==> src/design/mm_ram_pkg.sv <==
// address map, test codes, bus word types and controller enums for the RAM subsystem
`default_nettype none

package mm_ram_pkg;

    // a data or address word on the bus
    typedef logic [31:0] word_t;

    // one enable bit per byte lane of a word
    typedef logic [3:0] be_t;

    // byte address width of the RAM, 4 KiB in total
    localparam int unsigned RAM_ADDR_WIDTH = 12;

    // width of a word index into the RAM
    localparam int unsigned RAM_IDX_WIDTH = RAM_ADDR_WIDTH - 2;

    // depth of the RAM in words
    localparam int unsigned RAM_WORDS = 2 ** RAM_IDX_WIDTH;

    // the timer count register
    localparam word_t TIMER_ADDR = 32'h1500_0000;

    // status register of the test control block
    localparam word_t STATUS_ADDR = 32'h2000_0000;

    // exit register, one word above the status register
    localparam word_t EXIT_ADDR = 32'h2000_0004;

    // status values written by the program under test
    localparam word_t TEST_PASS_CODE = 32'd123456789;
    localparam word_t TEST_FAIL_CODE = 32'd1;

    // read data returned when nothing answers at an address
    localparam word_t UNMAPPED_RDATA = 32'hdead_beef;

    // slave selected by the address decoder
    typedef enum logic [1:0] {
        TGT_RAM,
        TGT_TIMER,
        TGT_TEST,
        TGT_NONE
    } target_e;

    // states of the request controller
    typedef enum logic [1:0] {
        // no response due this cycle
        ST_IDLE,
        // response for last cycle's grant goes out
        ST_RESP,
        // exit seen, nothing more is granted
        ST_HALT
    } ctrl_state_e;

endpackage : mm_ram_pkg

`default_nettype wire

==> src/design/periph_bus_if.sv <==
// periph_bus_if, a slave bus with same-edge request and registered read data
`timescale 1ns/10ps
`default_nettype none

interface periph_bus_if;

    // request strobe, one cycle per transfer
    logic req;

    // write when high, read when low
    logic we;

    // byte lanes taking part in a write
    mm_ram_pkg::be_t be;

    // word offset inside the slave's range
    mm_ram_pkg::word_t addr;

    mm_ram_pkg::word_t wdata;

    // read data, valid the cycle after a read request
    mm_ram_pkg::word_t rdata;

    // the controller side drives the request fields
    modport master (
        output req,
        output we,
        output be,
        output addr,
        output wdata,
        input  rdata
    );

    // the slave acts on req at the clock edge and answers with rdata
    modport slave (
        input  req,
        input  we,
        input  be,
        input  addr,
        input  wdata,
        output rdata
    );

endinterface : periph_bus_if

`default_nettype wire

==> src/design/mm_ram_ctrl.sv <==
// request grant FSM with address decode, response mux and halt after exit
`timescale 1ns/10ps
`default_nettype none

module mm_ram_ctrl (
    input  wire logic               clk_i,
    input  wire logic               reset_i,

    input  wire logic               data_req_i,
    input  mm_ram_pkg::word_t       data_addr_i,
    input  wire logic               data_we_i,
    input  mm_ram_pkg::be_t         data_be_i,
    input  mm_ram_pkg::word_t       data_wdata_i,
    output logic                    data_gnt_o,
    output mm_ram_pkg::word_t       data_rdata_o,
    output logic                    data_rvalid_o,

    input  wire logic               exit_valid_i,

    periph_bus_if.master            ram_bus,
    periph_bus_if.master            timer_bus,
    periph_bus_if.master            test_bus
);

    mm_ram_pkg::ctrl_state_e state_q;
    mm_ram_pkg::ctrl_state_e state_d;
    mm_ram_pkg::target_e     tgt;
    mm_ram_pkg::target_e     tgt_q;
    logic                    gnt;

    // the RAM sits at the bottom of the address map
    always_comb begin
        if (data_addr_i[31:mm_ram_pkg::RAM_ADDR_WIDTH] == '0) begin
            tgt = mm_ram_pkg::TGT_RAM;
        end else if (data_addr_i == mm_ram_pkg::TIMER_ADDR) begin
            tgt = mm_ram_pkg::TGT_TIMER;
        end else if (data_addr_i == mm_ram_pkg::STATUS_ADDR ||
                     data_addr_i == mm_ram_pkg::EXIT_ADDR) begin
            tgt = mm_ram_pkg::TGT_TEST;
        end else begin
            tgt = mm_ram_pkg::TGT_NONE;
        end
    end

    // grant at once unless halted
    // exit_valid_i already closes the gate in the response cycle of the exit write
    assign gnt = data_req_i && (state_q != mm_ram_pkg::ST_HALT) && !exit_valid_i;
    assign data_gnt_o = gnt;

    // only the decoded slave sees the request
    assign ram_bus.req   = gnt && (tgt == mm_ram_pkg::TGT_RAM);
    assign timer_bus.req = gnt && (tgt == mm_ram_pkg::TGT_TIMER);
    assign test_bus.req  = gnt && (tgt == mm_ram_pkg::TGT_TEST);

    assign ram_bus.we   = data_we_i;
    assign timer_bus.we = data_we_i;
    assign test_bus.we  = data_we_i;

    assign ram_bus.be   = data_be_i;
    assign timer_bus.be = data_be_i;
    assign test_bus.be  = data_be_i;

    assign ram_bus.wdata   = data_wdata_i;
    assign timer_bus.wdata = data_wdata_i;
    assign test_bus.wdata  = data_wdata_i;

    // the RAM gets its word index, the timer has a single register and bit 2 picks status or exit
    assign ram_bus.addr   = mm_ram_pkg::word_t'(data_addr_i[mm_ram_pkg::RAM_ADDR_WIDTH-1:2]);
    assign timer_bus.addr = '0;
    assign test_bus.addr  = mm_ram_pkg::word_t'(data_addr_i[2]);

    always_comb begin
        if (exit_valid_i) begin
            state_d = mm_ram_pkg::ST_HALT;
        end else if (gnt) begin
            state_d = mm_ram_pkg::ST_RESP;
        end else begin
            state_d = mm_ram_pkg::ST_IDLE;
        end
    end

    always_ff @(posedge clk_i) begin
        if (reset_i) begin
            state_q <= mm_ram_pkg::ST_IDLE;
            tgt_q   <= mm_ram_pkg::TGT_NONE;
        end else begin
            state_q <= state_d;
            if (gnt) begin
                tgt_q <= tgt;
            end
        end
    end

    // ST_RESP lasts exactly the cycle after a grant
    assign data_rvalid_o = (state_q == mm_ram_pkg::ST_RESP);

    always_comb begin
        case (tgt_q)
            mm_ram_pkg::TGT_RAM:   data_rdata_o = ram_bus.rdata;
            mm_ram_pkg::TGT_TIMER: data_rdata_o = timer_bus.rdata;
            mm_ram_pkg::TGT_TEST:  data_rdata_o = test_bus.rdata;
            default:               data_rdata_o = mm_ram_pkg::UNMAPPED_RDATA;
        endcase
    end

    // every transfer is answered on the following cycle
    a_rvalid_after_gnt: assert property (@(posedge clk_i) disable iff (reset_i)
        (data_req_i && data_gnt_o) |=> data_rvalid_o);

    // once halted the port stays closed until reset
    a_halt_until_reset: assert property (@(posedge clk_i) disable iff (reset_i)
        (state_q == mm_ram_pkg::ST_HALT) |=> (state_q == mm_ram_pkg::ST_HALT) && !data_gnt_o);

endmodule : mm_ram_ctrl

`default_nettype wire

==> src/flat_wrapper.sv <==
// flat-port wrapper written by rule: the top's interface ports become plain ports
module mm_ram_ctrl_flat 
  (clk_i, reset_i, data_req_i, data_addr_i, data_we_i, data_be_i, data_wdata_i, data_gnt_o, data_rdata_o, data_rvalid_o, exit_valid_i, ram_bus_req, ram_bus_we, ram_bus_be, ram_bus_addr, ram_bus_wdata, ram_bus_rdata, timer_bus_req, timer_bus_we, timer_bus_be, timer_bus_addr, timer_bus_wdata, timer_bus_rdata, test_bus_req, test_bus_we, test_bus_be, test_bus_addr, test_bus_wdata, test_bus_rdata);
  periph_bus_if ram_bus_i ();
  periph_bus_if timer_bus_i ();
  periph_bus_if test_bus_i ();
  input  wire logic clk_i;
  input  wire logic reset_i;
  input  wire logic data_req_i;
  input  mm_ram_pkg::word_t data_addr_i;
  input  wire logic data_we_i;
  input  mm_ram_pkg::be_t data_be_i;
  input  mm_ram_pkg::word_t data_wdata_i;
  output logic data_gnt_o;
  output mm_ram_pkg::word_t data_rdata_o;
  output logic data_rvalid_o;
  input  wire logic exit_valid_i;
  output wire logic [$bits(ram_bus_i.req)-1:0] ram_bus_req;
  output wire logic [$bits(ram_bus_i.we)-1:0] ram_bus_we;
  output wire logic [$bits(ram_bus_i.be)-1:0] ram_bus_be;
  output wire logic [$bits(ram_bus_i.addr)-1:0] ram_bus_addr;
  output wire logic [$bits(ram_bus_i.wdata)-1:0] ram_bus_wdata;
  input wire logic [$bits(ram_bus_i.rdata)-1:0] ram_bus_rdata;
  output wire logic [$bits(timer_bus_i.req)-1:0] timer_bus_req;
  output wire logic [$bits(timer_bus_i.we)-1:0] timer_bus_we;
  output wire logic [$bits(timer_bus_i.be)-1:0] timer_bus_be;
  output wire logic [$bits(timer_bus_i.addr)-1:0] timer_bus_addr;
  output wire logic [$bits(timer_bus_i.wdata)-1:0] timer_bus_wdata;
  input wire logic [$bits(timer_bus_i.rdata)-1:0] timer_bus_rdata;
  output wire logic [$bits(test_bus_i.req)-1:0] test_bus_req;
  output wire logic [$bits(test_bus_i.we)-1:0] test_bus_we;
  output wire logic [$bits(test_bus_i.be)-1:0] test_bus_be;
  output wire logic [$bits(test_bus_i.addr)-1:0] test_bus_addr;
  output wire logic [$bits(test_bus_i.wdata)-1:0] test_bus_wdata;
  input wire logic [$bits(test_bus_i.rdata)-1:0] test_bus_rdata;
  assign ram_bus_req = ram_bus_i.req;
  assign ram_bus_we = ram_bus_i.we;
  assign ram_bus_be = ram_bus_i.be;
  assign ram_bus_addr = ram_bus_i.addr;
  assign ram_bus_wdata = ram_bus_i.wdata;
  assign ram_bus_i.rdata = ram_bus_rdata;
  assign timer_bus_req = timer_bus_i.req;
  assign timer_bus_we = timer_bus_i.we;
  assign timer_bus_be = timer_bus_i.be;
  assign timer_bus_addr = timer_bus_i.addr;
  assign timer_bus_wdata = timer_bus_i.wdata;
  assign timer_bus_i.rdata = timer_bus_rdata;
  assign test_bus_req = test_bus_i.req;
  assign test_bus_we = test_bus_i.we;
  assign test_bus_be = test_bus_i.be;
  assign test_bus_addr = test_bus_i.addr;
  assign test_bus_wdata = test_bus_i.wdata;
  assign test_bus_i.rdata = test_bus_rdata;
  mm_ram_ctrl u_core (.clk_i(clk_i), .reset_i(reset_i), .data_req_i(data_req_i), .data_addr_i(data_addr_i), .data_we_i(data_we_i), .data_be_i(data_be_i), .data_wdata_i(data_wdata_i), .data_gnt_o(data_gnt_o), .data_rdata_o(data_rdata_o), .data_rvalid_o(data_rvalid_o), .exit_valid_i(exit_valid_i), .ram_bus(ram_bus_i), .timer_bus(timer_bus_i), .test_bus(test_bus_i));
endmodule
==> config.mk <==
export PLATFORM = sky130hd
export DESIGN_NAME = mm_ram_ctrl_flat
export DESIGN_NICKNAME = d
export VERILOG_FILES = /design/src/design/mm_ram_pkg.sv /design/src/design/periph_bus_if.sv /design/src/design/mm_ram_ctrl.sv /design/src/flat_wrapper.sv
export SDC_FILE = /design/constraint.sdc
export NUM_CORES = 1
export LEC_CHECK = 0
export BUFFER_PORTS_ARGS = -buffer_cell sky130_fd_sc_hd__buf_2
export CAP_MARGIN = 20
export CORE_AREA = 2 2 162 164
export CTS_BUF_LIST = sky130_fd_sc_hd__clkbuf_8 sky130_fd_sc_hd__clkbuf_16
export CTS_CLUSTER_DIAMETER = 60
export DETAILED_ROUTE_END_ITERATION = 12
export DIE_AREA = 0 0 164 166
export SLEW_MARGIN = 20
export SYNTH_ARGS = -nofsm -noshare
export SYNTH_HDL_FRONTEND = slang
export SYNTH_SLANG_ARGS = --single-unit
==> constraint.sdc <==
create_clock -name clk_i -period 2.17 [get_ports clk_i]
set_input_delay 0.434 -clock clk_i [delete_from_list [all_inputs] [get_ports clk_i]]
set_output_delay 0.434 -clock clk_i [all_outputs]
set_load 0.05 [all_outputs]
# ---- Word-level counts from Yosys, hierarchy flattened
# Index checks and enable logic that the tools add are counted.
dict set report word_totals {
  ff_bits 4
  latchBits 0
  mem_bits_rw 0
  mem_bits_ro 0
  output_inout_bits 244
  mem_count 0
}
dict set report classes {
  add_sub_neg 0
  n_mul 0
  n_div 0
  order_cmp 0
  eq_ne 9
  n_shift 0
  mux 6
  bitwise_logic 0
  reduce_logical 11
}
# cell n
set ops {}
lappend ops {{32-bit case mux with 3 select lines} 1}
lappend ops {{32-bit by 30-bit equality test with 1-bit output (second input constant)} 2}
lappend ops {{32-bit by 29-bit equality test with 1-bit output (second input constant)} 1}
lappend ops {{20-bit logical NOT} 1}
lappend ops {{2-bit by 1-bit equality test with 1-bit output (second input constant)} 3}
lappend ops {{2-bit two-way mux} 3}
lappend ops {{1-bit logical AND} 5}
lappend ops {{2-bit equality test (second input constant)} 2}
lappend ops {{2-bit logical NOT} 2}
lappend ops {{1-bit two-way mux} 2}
lappend ops {{2-bit != test (second input constant)} 1}
lappend ops {{2-bit OR reduction} 1}
lappend ops {{1-bit logical NOT} 1}
lappend ops {{1-bit logical OR} 1}

# ---- Logic depth before layout (Yosys ltp)
# Gate-level depths: netlist (run 1).
dict set report depth {
  depth_word 7
  depth_mapped 5
}

# ---- Worst setup path before layout (run 1)
# OpenSTA, ideal clock, no wires.
dict set report synth_path {
  path_kind {input to output}
  startpoint {input data_addr_i[13]}
  endpoint {output ram_bus_req}
  t_arrival_ns 2.442
  required_ns 1.736
  path_slack_ns -0.706
  stages 3
  path_cell_list {nor4_1 -> nand4_1 -> nor4_1}
}
dict set report synth_via {
  elab_chain_cells 7
  elab_cells_between_ends 10
  classes_between {3 x eq/ne; 3 x mux; 4 x reduce/logical}
}
# item line
set synth_rtl {}
lappend synth_rtl {{start: declaration} flat_wrapper.sv:10} ;# input mm_ram_pkg::word_t data_addr_i;
lappend synth_rtl {{32-bit by 30-bit equality test with 1-bit output, on equally long branches} {mm_ram_ctrl.sv:37, mm_ram_ctrl.sv:38}}
lappend synth_rtl {{1-bit logical OR} mm_ram_ctrl.sv:37} ;# end else if (data_addr_i == mm_ram_pkg::STATUS_ADDR ||
lappend synth_rtl {{1-bit two-way mux} mm_ram_ctrl.sv:37}
lappend synth_rtl {{2-bit two-way mux} mm_ram_ctrl.sv:35} ;# end else if (data_addr_i == mm_ram_pkg::TIMER_ADDR) begin
lappend synth_rtl {{2-bit two-way mux (*)} mm_ram_ctrl.sv:33} ;# if (data_addr_i[31:mm_ram_pkg::RAM_ADDR_WIDTH] == '0) begin
lappend synth_rtl {{2-bit logical NOT (*)} mm_ram_ctrl.sv:51} ;# assign ram_bus.req = gnt && (tgt == mm_ram_pkg::TGT_RAM);
lappend synth_rtl {{1-bit logical AND (*)} mm_ram_ctrl.sv:51}
lappend synth_rtl {{end: declaration} flat_wrapper.sv:18} ;# output wire logic [$bits(ram_bus_i.req)-1:0] ram_bus_req;
# Mark *: on every way between the ends. The rest lies on a longest branch, timed or not.

# ---- Final worst setup path (run 1)
dict set report layout_path {
  startpoint {input data_addr_i[30]}
  endpoint {output timer_bus_req}
}
dict set report layout_via {
  elab_chain_cells 7
  elab_cells_between_ends 10
  classes_between {4 x eq/ne; 3 x mux; 3 x reduce/logical}
}
# item line
set layout_rtl {}
lappend layout_rtl {{32-bit by 30-bit equality test with 1-bit output, on equally long branches} {mm_ram_ctrl.sv:37, mm_ram_ctrl.sv:38}}
lappend layout_rtl {{1-bit logical OR} mm_ram_ctrl.sv:37}
lappend layout_rtl {{1-bit two-way mux} mm_ram_ctrl.sv:37}
lappend layout_rtl {{2-bit two-way mux} mm_ram_ctrl.sv:35}
lappend layout_rtl {{2-bit two-way mux (*)} mm_ram_ctrl.sv:33}
lappend layout_rtl {{2-bit by 1-bit equality test with 1-bit output (*)} mm_ram_ctrl.sv:52} ;# assign timer_bus.req = gnt && (tgt == mm_ram_pkg::TGT_TIMER);
lappend layout_rtl {{1-bit logical AND (*)} mm_ram_ctrl.sv:52}
lappend layout_rtl {{end: declaration} flat_wrapper.sv:24} ;# output wire logic [$bits(timer_bus_i.req)-1:0] timer_bus_req;
# Marked as above.

==> flow_summary.yaml, run 1 <==
setup_path:
  start_kind: "primary input"
  crit_fanout: 4
  critical_path_class: "primary input to output port"
  timing.rr.start: "u_core.state_q[0]"
  worstRegToRegCells: 5
  worstPathArrival_ns: 1.71
  r2r-end: "u_core.tgt_q[1]"
  reg2reg_slack_ns: 1.03
  cp-end-kind: "output port"
  cp.required_ns: 1.74
die:
  die_h_um: 166
  num_rows: 59
  start_util_pct: 9.83
  core_um2: 25600
  die_w_um: 164
  io_pins: 413
  die_area_um2: 27200
clocking:
  cts.path.max_buffers: 2
  post_cts_buffers: 0
  numCtsBuffers: 3
  clk_pin_slew_ns: 0.03
  cts_sinks: 4
  clock_latency_ns: 0.22
  hold_buffers: 0
  htree_levels: 1
  cts_root_buf: "clkbuf_16"
  cts_tree: "yes"
run_status:
  status: "complete, no violations"
drt:
  wl_per_cell_um: 11.9
  drc: 0
  drtAntennaViolNets: 0
  viasPerCell: 2.86
  vias: 2075
  first_pass_iters: 4
  drtIter0Drc: 27
  wl_um: 8650
sta:
  fin_crit_ns: 2.14
  rsz0062_at_grt: "true"
  fmax_mhz: 467
  hold_viol: 0
  fin_crit_sh_pct: 98.7
  fin_setup_tns_ns: 0
  setup_viol: 0
  worst_clock_skew_ns: 0.00112
  worst_slack_ns: 0.0277
  finalMaxSlewViolations: 0
synth:
  yosysTopAreaCell: "buf_4"
  seq_area_frac_synth_pct: 3.18
  syn_avg_cell_area_um2: 7.66
  syn_area_um2: 2520
  yosysUniqueCellTypes: 24
  synth_top_area_share_pct: 61.7
  synth-seq-cells: 4
  synthCells: 329
  synth_area_leaders: "buf_4 62%, mux2_2 11%, o22a_1 8.3%"
  yosys_warnings: 0
placement:
  hpwlAfterDp_um: 7460
  io_buffers: 179
  dp_slack_ns: -0.140
  gp_congestion: 0.644
pwr:
  p_leak_nw: 1.41
  power_density_nw_per_um2: 436
  ir_drop_mv: 0.384
final_layout:
  area_growth_pct: 14.5
  num-fill-cells: 2977
  nets: 561
  utilization_pct: 11.3
  layout-drive-gt1-share_pct: 60.0
  antenna_cells: 0
worst_hold_path:
  hold_end: "u_core.state_q[1]"
  hold_class: "primary input to flop"
  hp-start: "exit_valid_i"
  holdPathStages: 2
global_route:
  grt_overflow: 0
  antenna_found_initial: 0
  grt_pass1_vias: 1929
  grt_util_all_layers_pct: 5.74
  grt_max_degree: 18
  grt_pass1_wl_um: 11300
run:
  maxCapViolations: 0
[cells in the final DEF, fill, tap and decap left out, types with 4 or more instances in the layout]
cell type    n
conb_1      85
mux2i_1      8
nor4_2       4
buf_4       12
nand2_1      9
buf_2      171
o22a_1      24
buf_6        9
mux2_2      24
o21ai_1     10
[critical path, cell delays in order]
cell,delay [ns]
buf_6,0.10
nor4_4,0.26
nand4_1,0.15
buf_6,0.17
o31ai_4,0.35
nor2b_2,0.09
buf_6,0.16
[state kept, by name, indices dropped and copies added (netlist names)]
name and cells:
u_core.state_q 2, u_core.tgt_q 2
[stage by stage]
stage / hold WS (ns) / instances / area, um^2 / total power [mW]
floorplan: 0.506 / 413 / 2850 / 1.42
global placement: 0.665 / 722 / 2680 / 0.957
detailed placement: 0.654 / 722 / 2680 / 0.962
CTS: 0.448 / 725 / 2810 / 1.26
global route: 0.469 / 725 / 2880 / 1.32
finish: 0.451 / 725 / 2880 / 1.26
[layer usage]
metal,up-vias,part of all wire (%),GRT usage (%),routed length (um)
met5,-,0,0,0
met4,0,7.7,5.07,670
met3,59,12,1.70,1080
met2,212,48,10.2,4130
met1,878,32,5.26,2770
li1,926,-,-,-
[cells in the mapped netlist]
cell and count:
buf_4 207, mux2_2 24, o22a_1 24, nand2_1 9, mux2i_1 8, o21ai_0 8
buf_2 6, clkbuf_1 6, nor4_1 6, nor2b_1 5, dfxtp_1 4, nor2_1 3
nor3_1 3, a21oi_1 2, inv_1 2, nand2b_1 2, nand4_1 2, o21ai_1 2
conb_1 1, nand3_1 1, nand3b_1 1, nor4_2 1, nor4b_1 1, o31ai_2 1
[repair_timing]
| action | 4_1_cts | 5_1_grt |
|---|---|---|
| endpoints found under the setup margin | 2 | 5 |
| cloned | 0 | 0 |
| resized for setup | 11 | 14 |
| pin swaps | 2 | 6 |
[cells by family after synthesis]
kind of cell / count (synthesis) / synth area share [%]
DFF: 4 / 3.18
other: 1 / 0.149
muxes: 32 / 13.9
buffers and inverters: 221 / 64.1
AOI/OAI and AO/OA: 37 / 11.2
and+or+nand+nor: 34 / 7.45
[power breakdown]
part / internal (mW) / switching (mW) / total (mW)
combinational: 0.221 / 0.666 / 0.886
sequential: 0.0780 / 0.00815 / 0.0862
clock: 0.235 / 0.0508 / 0.286
[worst max-delay path by stage]
stage / start / end / slack, ns
floorplan: data_addr_i[13] / ram_bus_req / -0.15
global placement: data_addr_i[20] / test_bus_req / -0.12
detailed placement: data_addr_i[16] / test_bus_req / -0.14
CTS: data_addr_i[16] / timer_bus_req / 0.007
global route: data_addr_i[23] / timer_bus_req / -0.07
finish: data_addr_i[30] / timer_bus_req / 0.03
[area by class of cell]
type	count	area [um^2]	area share, %
inverters	2	7.51	0.260
repair buffers	193	1070	37.0
multi-input cells	188	1230	42.6
well taps	335	419	14.5
clock buffers	3	75.1	2.60
flip-flops and latches	4	85.1	2.95
Note: power is estimated with default switching activity, not from simulation.
==> run 2, diff against run 1 <==
Settings changed: CELL_PAD_IN_SITES_DETAIL_PLACEMENT from default to 2, CELL_PAD_IN_SITES_GLOBAL_PLACEMENT from default to 2, GPL_TIMING_DRIVEN from default to 0, PLACE_DENSITY_LB_ADDON from default to 0.1.
==> flow_summary.yaml, run 2 (synthesis gave the netlist of run 1 again) <==
run_status:
  status: "finished with violations"
  violations: "setup timing"
setup_path:
  cp_top_family: "simple AND/OR/NAND/NOR gates"
  cpPeakStageDelay_ns: 0.37
  slowest_stage: "o31ai_4"
  crit_fanout: 4
  cp_common_cell: "buf_6"
  worstPathArrival_ns: 1.74
  worst-path-buf-inv: 3
  cp.required_ns: 1.74
  cp-end-kind: "output port"
  start_kind: "primary input"
  reg2reg_slack_ns: 0.94
  critical_path_class: "primary input to output port"
  worstPathCellList: "buf_2 > nor4_1 > nand4_1 > buf_6 > o31ai_4 > nor2b_2 > buf_6"
sta:
  rsz0062_at_grt: "true"
  setup_viol: 1
  hold_viol: 0
  worstMarginPinSlew_ns: 0.513
  finalMaxSlewViolations: 0
  fin_crit_ns: 2.17
  worst_slack_ns: -0.0000735
  worst_clock_skew_ns: 0.000921
  fmax_mhz: 461
  fin_crit_sh_pct: 100
  fin_setup_tns_ns: -0.0000735
  relSlewSlack_pct: 65.8
placement:
  place_inst: 1038
  io_buffers: 290
  hpwlAfterDp_um: 13800
  dp_slack_ns: -0.343
  post_dp_cell_area_um2: 4720
  gp_congestion: 0.679
final_layout:
  nets: 877
  final_area_um2: 4960
  final_cell_mix: "284 x buf_2, 211 x buf_4, 85 x conb_1"
  num-fill-cells: 3096
  layout-drive-gt1-share_pct: 77.6
  register_area_um2: 81.3
  largestRegisters: "u_core.state_q: 2 flops, u_core.tgt_q: 2 flops"
  area_growth_pct: 96.8
  final_common_cell: "buf_2"
  instances_no_fill: 1042
  multi_input_area_um2: 1230
clocking:
  numCtsBuffers: 3
  clock_latency_ns: 0.22
  cts_sinks: 4
  clk_pin_slew_ns: 0.03
  htree_levels: 1
  cts_tree: "yes"
  hold_buffers: 0
  cts.path.max_buffers: 2
  cts_root_buf: "clkbuf_16"
drt:
  wl_per_cell_um: 14.2
  wl_um: 14800
  vias: 3250
  drtAntennaViolNets: 0
  first_pass_iters: 4
  drtIter0Drc: 17
  viasPerCell: 3.12
  drc: 0
global_route:
  grt_util_all_layers_pct: 10.1
  antenna_found_initial: 1
  grt_pass1_wl_um: 21100
  grt_max_degree: 11
  grt_pass1_vias: 3514
  grt_overflow: 0
pwr:
  power_density_nw_per_um2: 414
  total_power_mw: 2.05
  ir_drop_mv: 0.145
  p_leak_nw: 2.89
die:
  die_h_um: 166
  io_pins: 413
  die_w_um: 164
  num_rows: 59
  core_um2: 25600
  die_area_um2: 27200
  start_util_pct: 9.83
worst_hold_path:
  hold_class: "primary input to flop"
run:
  maxCapViolations: 0
-- run 2: path summary, 6_finish.rpt --
kind                                          end  cells after the start         startpoint
worst min register to register    u_core.tgt_q[1]                      2    u_core.tgt_q[1]
worst max register to register    u_core.tgt_q[1]                      6  u_core.state_q[0]
worst min-delay path            u_core.state_q[0]                      2            reset_i
worst max-delay path                timer_bus_req                      7    data_addr_i[13]
-- run 2: layout make-up --
cell class	instances	share of cell area, %
well taps	335	8.46
clock buffers	3	1.51
plain buffers	217	33.1
repair buffers	292	30.3
multi-input cells	188	24.7
diodes	1	0.0505
flip-flops and latches	4	1.64
inverters	2	0.151
-- run 2: per-stage QoR --
| stage | hold slack, ns | utilization (%) |
|---|---|---|
| global route | 0.450 | 19.3 |
| global placement | 0.667 | 18.4 |
| CTS | 0.440 | 19.1 |
| detailed placement | 0.673 | 18.4 |
| finish | 0.434 | 19.3 |
| floorplan | 0.506 | - |
-- run 2: power by group --
group / internal (mW) / switching (mW) / total (mW)
sequential: 0.0783 / 0.00465 / 0.0830
clock: 0.235 / 0.0508 / 0.286
combinational: 0.528 / 1.15 / 1.68
-- run 2: layer usage --
layer | wire [um] | track usage, % | vias to the layer above
li1 | - | - | 1556
met1 | 4320 | 8.75 | 1486
met2 | 8500 | 21.7 | 206
met3 | 1920 | 3.92 | 2
met4 | 49 | 1.14 | 0
met5 | 0 | 0 | -
-- run 2: what timing repair did --
item / in CTS / in global routing
gates cloned: 0 / 0
gates resized for setup: 25 / 15
endpoints found under the setup margin: 35 / 14
setup buffers: 1 / 1
pin swaps: 4 / 3
==> run 3, diff against run 2 <==
Settings changed: BUFFER_PORTS_ARGS -buffer_cell sky130_fd_sc_hd__buf_2 to -buffer_cell sky130_fd_sc_hd__clkbuf_2.
==> flow_summary.yaml, run 3 (synthesis gave the netlist of run 1 again) <==
sta:
  hold_viol: 0
  fin_setup_tns_ns: -0.0203
  rsz0062_at_grt: "true"
  worst_clock_skew_ns: 0.00140
  worst_slack_ns: -0.0197
  finalMaxSlewViolations: 0
  holdWs_ns: 0.436
  setup_viol: 2
  fin_crit_ns: 2.19
  fin_crit_sh_pct: 101
  fmax_mhz: 457
final_layout:
  instances_no_fill: 1043
  num-fill-cells: 3093
  final_cell_mix: "280 x clkbuf_2, 212 x buf_4, 85 x conb_1"
  utilization_pct: 19.4
  nets: 878
  largestRegisters: "u_core.state_q: 2 flops, u_core.tgt_q: 2 flops"
  register_area_um2: 81.3
  final_common_cell: "clkbuf_2"
  multi_input_area_um2: 1210
  area_growth_pct: 97.2
  final_area_um2: 4970
  layout-drive-gt1-share_pct: 77.5
drt:
  drc: 0
  drtIter0Drc: 24
  viasPerCell: 3.14
  first_pass_iters: 2
  vias: 3276
  wl_per_cell_um: 14.3
  drtAntennaViolNets: 0
  wl_um: 14900
die:
  io_pins: 413
  core_um2: 25600
  die_w_um: 164
  num_rows: 59
  die_h_um: 166
  die_area_um2: 27200
  start_util_pct: 9.83
setup_path:
  cpPeakStageDelay_ns: 0.28
  cp_top_family: "simple AND/OR/NAND/NOR gates"
  crit_fanout: 4
  worst-path-buf-inv: 3
  worstPathArrival_ns: 1.76
  slowest_stage: "nor4_4"
  critical_path_class: "primary input to output port"
  start_kind: "primary input"
  worstPathCellList: "buf_6 > nor4_4 > nand4_1 > buf_6 > nor4_4 > nor2b_4 > buf_8"
  cp.required_ns: 1.74
  cp-end-kind: "output port"
clocking:
  cts.path.max_buffers: 2
  cts_root_buf: "clkbuf_16"
  htree_levels: 1
  numCtsBuffers: 3
  clk_pin_slew_ns: 0.03
  cts_tree: "yes"
  clock_latency_ns: 0.23
  cts_sinks: 4
placement:
  gp_congestion: 0.687
  post_dp_cell_area_um2: 4720
  place_inst: 1038
  dp_slack_ns: -0.417
  hpwlAfterDp_um: 13900
  io_buffers: 290
run_status:
  violations: "setup timing"
  status: "finished with violations"
global_route:
  grt_pass1_wl_um: 21200
  grt_pass1_vias: 3569
  grt_util_all_layers_pct: 10.2
  grt_max_degree: 11
  grt_overflow: 0
  antenna_found_initial: 1
worst_hold_path:
  hold_class: "primary input to flop"
pwr:
  power_density_nw_per_um2: 414
  p_leak_nw: 2.97
  total_power_mw: 2.06
  ir_drop_mv: 0.154
run:
  maxCapViolations: 0
==> run 3: final timing paths <==
path | from | end | slack, ns | cells after the start
setup / recovery | data_addr_i[31] | test_bus_req | -0.02 | 7
setup reg to reg | u_core.state_q[0] | u_core.tgt_q[1] | 0.95 | 6
hold reg to reg | u_core.tgt_q[1] | u_core.tgt_q[1] | 0.66 | 2
hold / removal | reset_i | u_core.state_q[1] | 0.44 | 2
==> run 3: routing by layer <==
metal | vias to the layer above | routed length (um) | track usage, %
li1 | 1559 | - | -
met1 | 1497 | 4370 | 8.75
met2 | 212 | 8510 | 21.5
met3 | 8 | 1850 | 3.85
met4 | 0 | 135 | 1.79
met5 | - | 0 | 0
==> run 3: timing repair <==
action,4_1_cts,5_1_grt
hold buffers,0,0
endpoints found under the setup margin,35,24
gates resized for setup,32,18
buffers inserted,1,2
pin swaps,3,5
==> run 3: cell type report <==
class / count / share of cell area [%]
Antenna cell: 1 / 0.0504
Buffer: 217 / 33.2
Clock buffer: 3 / 1.51
Inverter: 2 / 0.151
Multi-Input combinational cell: 188 / 24.5
Sequential cell: 4 / 1.64
Tap cell: 335 / 8.44
Timing Repair Buffer: 293 / 30.5
==> run 3: worst reg2reg max path: stages (launching register included) <==
cell	delay, ns
dfxtp_1	0.31
nand2b_1	0.10
nand3b_1	0.18
inv_1	0.17
o31ai_4	0.12
buf_4	0.15
o21ai_1	0.13
==> run 3: power by group <==
part           internal, mW  total (mW)  switching (mW)
Combinational         0.528        1.69            1.16
Clock                 0.236       0.288          0.0530
Sequential           0.0784      0.0832         0.00485
